## config.mk

```make
export PLATFORM = sky130hd
export DESIGN_NAME = msx_bus_sync
export DESIGN_NICKNAME = d
export VERILOG_FILES = /design/src/msx_cart_pkg.sv /design/src/msx_bus_sync.sv
export SDC_FILE = /design/constraint.sdc
export NUM_CORES = 1
export LEC_CHECK = 0
export ABC_AREA = 1
export CORE_MARGIN = 10
export CORE_UTILIZATION = 60
export DETAILED_ROUTE_END_ITERATION = 6
export DONT_BUFFER_PORTS = 1
export PLACE_DENSITY = 0.76
export SLEW_MARGIN = 10
export SYNTH_ARGS = -nofsm -noshare
export SYNTH_HDL_FRONTEND = slang
export SYNTH_SLANG_ARGS = --single-unit
export TNS_END_PERCENT = 1
```

## constraint.sdc

```tcl
create_clock -name clk -period 2.3 [get_ports clk]
set_input_delay 0.23 -clock clk [delete_from_list [all_inputs] [get_ports clk]]
set_output_delay 0.23 -clock clk [all_outputs]
set_load 0.02 [all_outputs]
```

## src/msx_cart_pkg.sv

```systemverilog
/*
 * msx memory mapper cartridge, shared definitions
 * sizes, mapper port numbers, the slot address word and the
 * internal bus request/response structs
 */

package msx_cart_pkg;

	// --------------------------------------------------
	// sizes
	// --------------------------------------------------
	// segment number width, eight 16 KB segments
	localparam int seg_bits = 3;
	localparam int seg_count = 8;
	// byte offset inside one 16 KB page
	localparam int offset_bits = 14;
	localparam int ram_addr_bits = seg_bits + offset_bits;
	// total mapped ram, 128 KB
	localparam int ram_bytes = seg_count << offset_bits;

	// ports FCh..FFh select pages 0..3
	localparam logic [7:0] mapper_port_base = 8'hfc;

	// --------------------------------------------------
	// slot address word
	// --------------------------------------------------
	typedef struct packed {
		logic [1:0] page;
		logic [offset_bits-1:0] offset;
	} msx_mem_addr_t;

	// upper byte carries the A register on an OUT (n),A and is ignored
	typedef struct packed {
		logic [7:0] high;
		logic [7:0] port;
	} msx_io_addr_t;

	typedef union packed {
		msx_mem_addr_t mem;
		msx_io_addr_t io;
	} msx_addr_u;

	// --------------------------------------------------
	// internal bus
	// --------------------------------------------------
	// bus block to mapper, read/write are one-cycle pulses
	typedef struct packed {
		msx_addr_u address;
		logic [7:0] write_data;
		logic read;
		logic write;
		logic io;
		logic memory;
	} msx_bus_req_t;

	// mapper to bus block, chip selects are combinational from address
	typedef struct packed {
		logic io_cs;
		logic memory_cs;
		logic read_ready;
		logic [7:0] read_data;
	} msx_bus_rsp_t;

endpackage
```

## src/msx_bus_sync.sv

```systemverilog
/*
 * msx slot bus synchronizer
 * samples the asynchronous slot strobes on clk, makes one-cycle
 * internal read/write pulses and drives the slot read data
 */

`timescale 1ns/1ps

module msx_bus_sync (
	input logic clk,
	input logic n_reset,
	// cartridge slot side
	input logic [15:0] adr,
	input logic [7:0] i_data,
	output logic [7:0] o_data,
	output logic is_output,
	output logic is_output_d,
	input logic n_sltsl,
	input logic n_rd,
	input logic n_wr,
	input logic n_ioreq,
	input logic n_mereq,
	// internal bus side
	output msx_cart_pkg::msx_bus_req_t req,
	input msx_cart_pkg::msx_bus_rsp_t rsp
);
	import msx_cart_pkg::*;

	// sampled strobes
	logic ff_n_sltsl;
	logic ff_n_rd;
	logic ff_n_wr;
	logic ff_n_ioreq;
	logic ff_n_mereq;
	// access levels and their delayed copies
	logic w_mem_rd;
	logic w_mem_wr;
	logic w_io_rd;
	logic w_io_wr;
	logic ff_mem_rd;
	logic ff_mem_wr;
	logic ff_io_rd;
	logic ff_io_wr;
	// leading-edge pulses
	logic w_rd_pulse;
	logic w_wr_pulse;
	// latched bus values
	msx_addr_u ff_address;
	logic [7:0] ff_write_data;
	logic [7:0] ff_read_data;
	logic ff_read;
	logic ff_write;
	logic ff_read_en;

	// --------------------------------------------------
	// strobe sampling
	// --------------------------------------------------
	// all strobes idle high out of reset
	always_ff @(posedge clk) begin
		if (!n_reset) begin
			ff_n_sltsl <= 1'b1;
			ff_n_rd <= 1'b1;
			ff_n_wr <= 1'b1;
			ff_n_ioreq <= 1'b1;
			ff_n_mereq <= 1'b1;
		end else begin
			ff_n_sltsl <= n_sltsl;
			ff_n_rd <= n_rd;
			ff_n_wr <= n_wr;
			ff_n_ioreq <= n_ioreq;
			ff_n_mereq <= n_mereq;
		end
	end

	// memory cycles need both the slot select and the memory request
	assign w_mem_rd = ~ff_n_sltsl & ~ff_n_mereq & ~ff_n_rd;
	assign w_mem_wr = ~ff_n_sltsl & ~ff_n_mereq & ~ff_n_wr;
	assign w_io_rd = ~ff_n_ioreq & ~ff_n_rd;
	assign w_io_wr = ~ff_n_ioreq & ~ff_n_wr;

	// --------------------------------------------------
	// pulse generation
	// --------------------------------------------------
	always_ff @(posedge clk) begin
		if (!n_reset) begin
			ff_mem_rd <= 1'b0;
			ff_mem_wr <= 1'b0;
			ff_io_rd <= 1'b0;
			ff_io_wr <= 1'b0;
			ff_read <= 1'b0;
			ff_write <= 1'b0;
		end else begin
			ff_mem_rd <= w_mem_rd;
			ff_mem_wr <= w_mem_wr;
			ff_io_rd <= w_io_rd;
			ff_io_wr <= w_io_wr;
			// one clock late so address is already latched
			ff_read <= w_rd_pulse;
			ff_write <= w_wr_pulse;
		end
	end

	// a long strobe only gives one pulse, on its first sampled cycle
	assign w_rd_pulse = (w_mem_rd & ~ff_mem_rd) | (w_io_rd & ~ff_io_rd);
	assign w_wr_pulse = (w_mem_wr & ~ff_mem_wr) | (w_io_wr & ~ff_io_wr);

	// address and write data are captured with the pulse
	always_ff @(posedge clk) begin
		if (w_rd_pulse || w_wr_pulse) begin
			ff_address <= adr;
		end
		if (w_wr_pulse) begin
			ff_write_data <= i_data;
		end
	end

	// --------------------------------------------------
	// read data return
	// --------------------------------------------------
	// only claimed reads latch data and enable the slot driver
	always_ff @(posedge clk) begin
		if (!n_reset) begin
			ff_read_data <= 8'd0;
			ff_read_en <= 1'b0;
		end else if (rsp.read_ready && (req.io || req.memory)) begin
			ff_read_data <= rsp.read_data;
			ff_read_en <= 1'b1;
		end else if (ff_n_rd) begin
			ff_read_en <= 1'b0;
		end
	end

	// levels are qualified by the mapper chip selects
	assign req = '{
		address: ff_address,
		write_data: ff_write_data,
		read: ff_read,
		write: ff_write,
		io: (ff_io_rd | ff_io_wr) & rsp.io_cs,
		memory: (ff_mem_rd | ff_mem_wr) & rsp.memory_cs
	};

	assign o_data = ff_read_data;
	// raw n_rd so the driver releases the instant the cpu lets go
	assign is_output = ff_read_en & ~n_rd;
	assign is_output_d = ff_read_en;

endmodule

```

# Word-level counts from Yosys, hierarchy flattened
# Cells that the tools add are included.
dict set report word_totals {
  reg_bits 44
  latchBits 0
  ramBits 0
  romBits 0
  inputBits 42
  out_inout_bits 38
  mem_count 0
}
dict set report classes {
  addsub 0
  n_mul 0
  div 0
  n_lt_le_gt_ge 0
  n_eq_ne 0
  n_shift 0
  mux 2
  bitwise 26
  reduce_logical 4
}
# op n
set ops {}
lappend ops {{$and A1 B1 Y1} 12}
lappend ops {{$not A1 Y1} 10}
lappend ops {{$or A1 B1 Y1} 4}
lappend ops {{$logic_or A1 B1 Y1} 2}
lappend ops {{$mux W1} 2}
lappend ops {{$reduce_bool A2 Y1} 1}
lappend ops {{$logic_and A1 B1 Y1} 1}

# Longest topological paths before layout
dict set report logic_depth {
  ltp_word 6
  depth_mapped 6
}

# Worst setup path after synthesis
# OpenSTA, ideal clock, no wires.
dict set report synth_timing {
  path_type {reg2reg}
  start {reg ff_n_wr}
  end {reg ff_address[0] in the netlist's numbering, enable pin}
  t_arrival_ns 1.642
  required_time_ns 1.928
  slack_ns 0.286
  stages_incl_launch_ff 6
  path_buffers 0
  cell_sequence {dfxtp_1 > inv_1 > nand3_1 > o21ai_0 > inv_1 > nand2_1}
}
dict set report synth_between {
  elab_chain_len 5
  elab_cells_between_ends 7
}
# item line
set synth_rtl {}
lappend synth_rtl {{start: declaration} msx_bus_sync.sv:32} ;# logic ff_n_wr;
lappend synth_rtl {{start signal: assignment} msx_bus_sync.sv:69} ;# ff_n_wr <= n_wr;
lappend synth_rtl {{$not A1 Y1 (*)} {msx_bus_sync.sv:77, msx_bus_sync.sv:79}}
lappend synth_rtl {{$and A1 B1 Y1 (on tied branches)} {msx_bus_sync.sv:77, msx_bus_sync.sv:79}}
lappend synth_rtl {{$and A1 B1 Y1} msx_bus_sync.sv:105} ;# assign w_wr_pulse = (w_mem_wr & ~ff_mem_wr) | (w_io_wr & ~ff_io_wr);
lappend synth_rtl {{$or A1 B1 Y1 (*)} msx_bus_sync.sv:105}
lappend synth_rtl {{named net w_wr_pulse} msx_bus_sync.sv:46} ;# logic w_wr_pulse;
lappend synth_rtl {{$logic_or A1 B1 Y1 (*)} msx_bus_sync.sv:109} ;# if (w_rd_pulse || w_wr_pulse) begin
lappend synth_rtl {{end signal: assignment} msx_bus_sync.sv:110} ;# ff_address <= adr;
lappend synth_rtl {{end: declaration} msx_bus_sync.sv:48} ;# msx_addr_u ff_address;
# The timed path passes the listed nets; every way through them passes the cells marked *.
# A chain may end at the register's enable or synchronous reset.

# Final worst setup path
dict set report layout_timing {
  start {reg ff_n_wr}
  end {reg ff_address[10] in the netlist's numbering, enable pin}
}
# The elaborated chain is that of the path after synthesis.

==> results.sh <==
export IMPL_synthesis_instances=127
export IMPL_hold_viol=0
export IMPL_cts_made_buffers=5
export IMPL_outcome="finished, final reports clean"
export IMPL_antenna_violating_nets_post_route=0
export IMPL_final_layout_size_suffix_gt1_share_pct=10.6
export IMPL_clk_skew_ns=0.0107
export IMPL_setup_tns_final_ns=0
export IMPL_clk_pin_slew_worst_paths_ns=0.13
export IMPL_area_delta_synth_final_pct=24.7
export IMPL_syn_nets=169
export IMPL_post_synth_instance_area_mm2=0.00152
export IMPL_cts_max_path_buffers=2
export IMPL_grt_overflow=0
export IMPL_setup_slack_ns=0.723
export IMPL_vias_per_cell=5.13
export IMPL_timing_worst_setup_path_type="reg2reg"
export IMPL_gpl_final_weighted_congestion=0.771
export IMPL_numClockSinks=44
export IMPL_yosys_cell_types_count=18
export IMPL_numPortBuffers=0
export IMPL_die_w_um=70.4
export IMPL_ys_seq_elements=44
export IMPL_initial_antenna_violation_count=0
export IMPL_place_detailed_instances=151
export IMPL_dp_final_hpwl_um=2340
export IMPL_antenna_cells=0
export IMPL_core_area_mm2=0.00245
export IMPL_first_pass_grt_wire_length_um=5220
export IMPL_drc=0
export IMPL_num_vias=974
export IMPL_synth_largest_area_cell="edfxtp_1"
export IMPL_worst_endpoint_arrival_ns=1.56
export IMPL_worst_r2r_setup_slack_ns=0.72
export IMPL_grt_setup_unrepaired="false"
export IMPL_number_of_global_route_vias_before_repair=1006
export IMPL_dr_pass1_iters=4
export IMPL_initial_core_util_pct=62.1
export IMPL_max_cap_violations=0
export IMPL_slew_viol_final=0
export IMPL_timing_critical_path_from_type="register"
export IMPL_finalWorstPathRequiredPeriod_ns=1.58
export IMPL_achievable_frequency_mhz=634
export IMPL_ir_worst_vdd_mv=0.607
export IMPL_cts_setup_buffers=0
export IMPL_synth_warning_count=0
export IMPL_endpoint_kind="register"
export IMPL_clk_latency_ns=0.35
export IMPL_cp_required_ns=2.29
export IMPL_die_h_um=70.4
export IMPL_wl_per_cell_um=17.9
export IMPL_drt_iter0_markers=32
export IMPL_instances_no_fill=190
export IMPL_report_power_total_mw=1.43
export IMPL_timing_slew_headroom_pct=60.2
export IMPL_grt_start_max_net_pins=18
export IMPL_design_final_nets=201
export IMPL_htree_levels=2
export IMPL_clock_tree_from_tritoncts="yes"
export IMPL_post_cts_resized=0
export IMPL_power_density_mw_per_mm2=754
export IMPL_setup_viol_count_final=0
export IMPL_synthesis_area_per_instance_um2=12.0
export IMPL_area_of_the_die_mm2=0.00496
export IMPL_min_path_type="in2reg"
export IMPL_grt_usage_pct=13.6
export IMPL_final_min_period_over_clock_period_pct=68.6
export IMPL_synth_area_top_cells="edfxtp_1 47%, dfxtp_1 26%, inv_1 4.7%"
export IMPL_worstMarginPinSlew_ns=0.596
export IMPL_wirelength_um=3400
export IMPL_placement_rows=18
export IMPL_preCtsSetupSlack_ns=0.731
export IMPL_path_max_fanout=16
export IMPL_netlist_area_leader_share_pct=47.3
export IMPL_yosysSeqAreaShare_pct=73.6
export IMPL_p_leak_nw=0.771
export IMPL_cts_root_buf="clkbuf_4"
export IMPL_io_pins=80
-- final timing paths --
kind | startpoint | endpoint | depth (start not counted)
min | rsp[8] | o_data[2] | 2
min reg2reg | ff_n_ioreq | ff_io_wr | 1
max reg2reg | ff_n_wr | ff_address[10] | 5
max | ff_n_wr | ff_address[10] | 5
-- cell usage in the layout (no fill, tap or decap), types with 2 or more instances in the layout --
cell type,synthesis,final
nor2_1,14,14
nand2_1,12,12
nand3_1,9,9
o21ai_2,2,2
a21oi_1,9,9
clkbuf_4,0,5
dfxtp_1,20,20
edfxtp_1,24,24
or2_2,5,5
inv_1,19,19
dlygate4sd3_1,0,31
-- layer usage --
metal | GRT usage (%) | routed length, um
met2 | 22.3 | 1750
met4 | 4.61 | 27
met3 | 7.77 | 339
met5 | 0 | 0
met1 | 14.3 | 1280
-- critical path, stage by stage, from the launching register on --
cell and delay [ns]:
dfxtp_1 0.33, inv_1 0.06, nand3_1 0.07, o21ai_0 0.21, inv_1 0.08, nand2_1 0.46
-- stage by stage --
step	util (%)	hold WS [ns]	cell area, um2
finish	77.4	0.0314	1900
global route	77.4	0.0155	1900
CTS	77.4	0.0201	1900
detailed placement	61.7	0.329	1510
global placement	61.7	0.329	1510
floorplan	-	0.329	1520
-- cell type report --
| class | instances | area, um2 |
|---|---|---|
| clock inverter | 2 | 35.0 |
| sequential | 44 | 1120 |
| tap | 30 | 37.5 |
| clock buffer | 6 | 41.3 |
| timing repair buffer | 32 | 318 |
| fill | 145 | 554 |
| inverter | 19 | 71.3 |
| multi-input combinational | 57 | 277 |
-- report_power, final --
part	internal (mW)	switching, mW	total (mW)
sequential	0.857	0.0339	0.891
combinational	0.0468	0.0352	0.0820
clock	0.228	0.231	0.459
-- what timing repair did --
action	4_1_cts	5_1_grt
hold buffers	31	0
setup endpoints to repair	0	0
hold endpoints to repair	38	0
-- state kept, by name, summed over array words and instances, names as in the netlist --
register	cells
ff_write	1
ff_n_wr	1
ff_address	16
ff_mem_rd	1
is_output_d	1
ff_write_data	8
ff_n_mereq	1
ff_n_sltsl	1
o_data	8
ff_n_rd	1
ff_io_rd	1
ff_mem_wr	1
ff_io_wr	1
ff_read	1
ff_n_ioreq	1
-- cells by family (layout without fill, tap and decap cells) --
| kind of cell | Yosys count | after routing | share of synthesized area, % |
|---|---|---|---|
| flip-flops | 44 | 44 | 73.6 |
| AND/OR/NAND/NOR | 44 | 44 | 13.3 |
| buffers and inverters | 26 | 59 | 8.29 |
| AO/OA/AOI/OAI | 13 | 13 | 4.84 |
-- cells in the mapped netlist (all sizes together) --
library cell  instances
nor2                 14
nand2                13
o21ai                 3
nand3                10
a21oi                 9
or2                   5
dfxtp                20
o22ai                 1
edfxtp               24
nand3b                1
buf                   7
nor3                  1
inv                  19
Note: power is estimated with default switching activity, not from simulation.
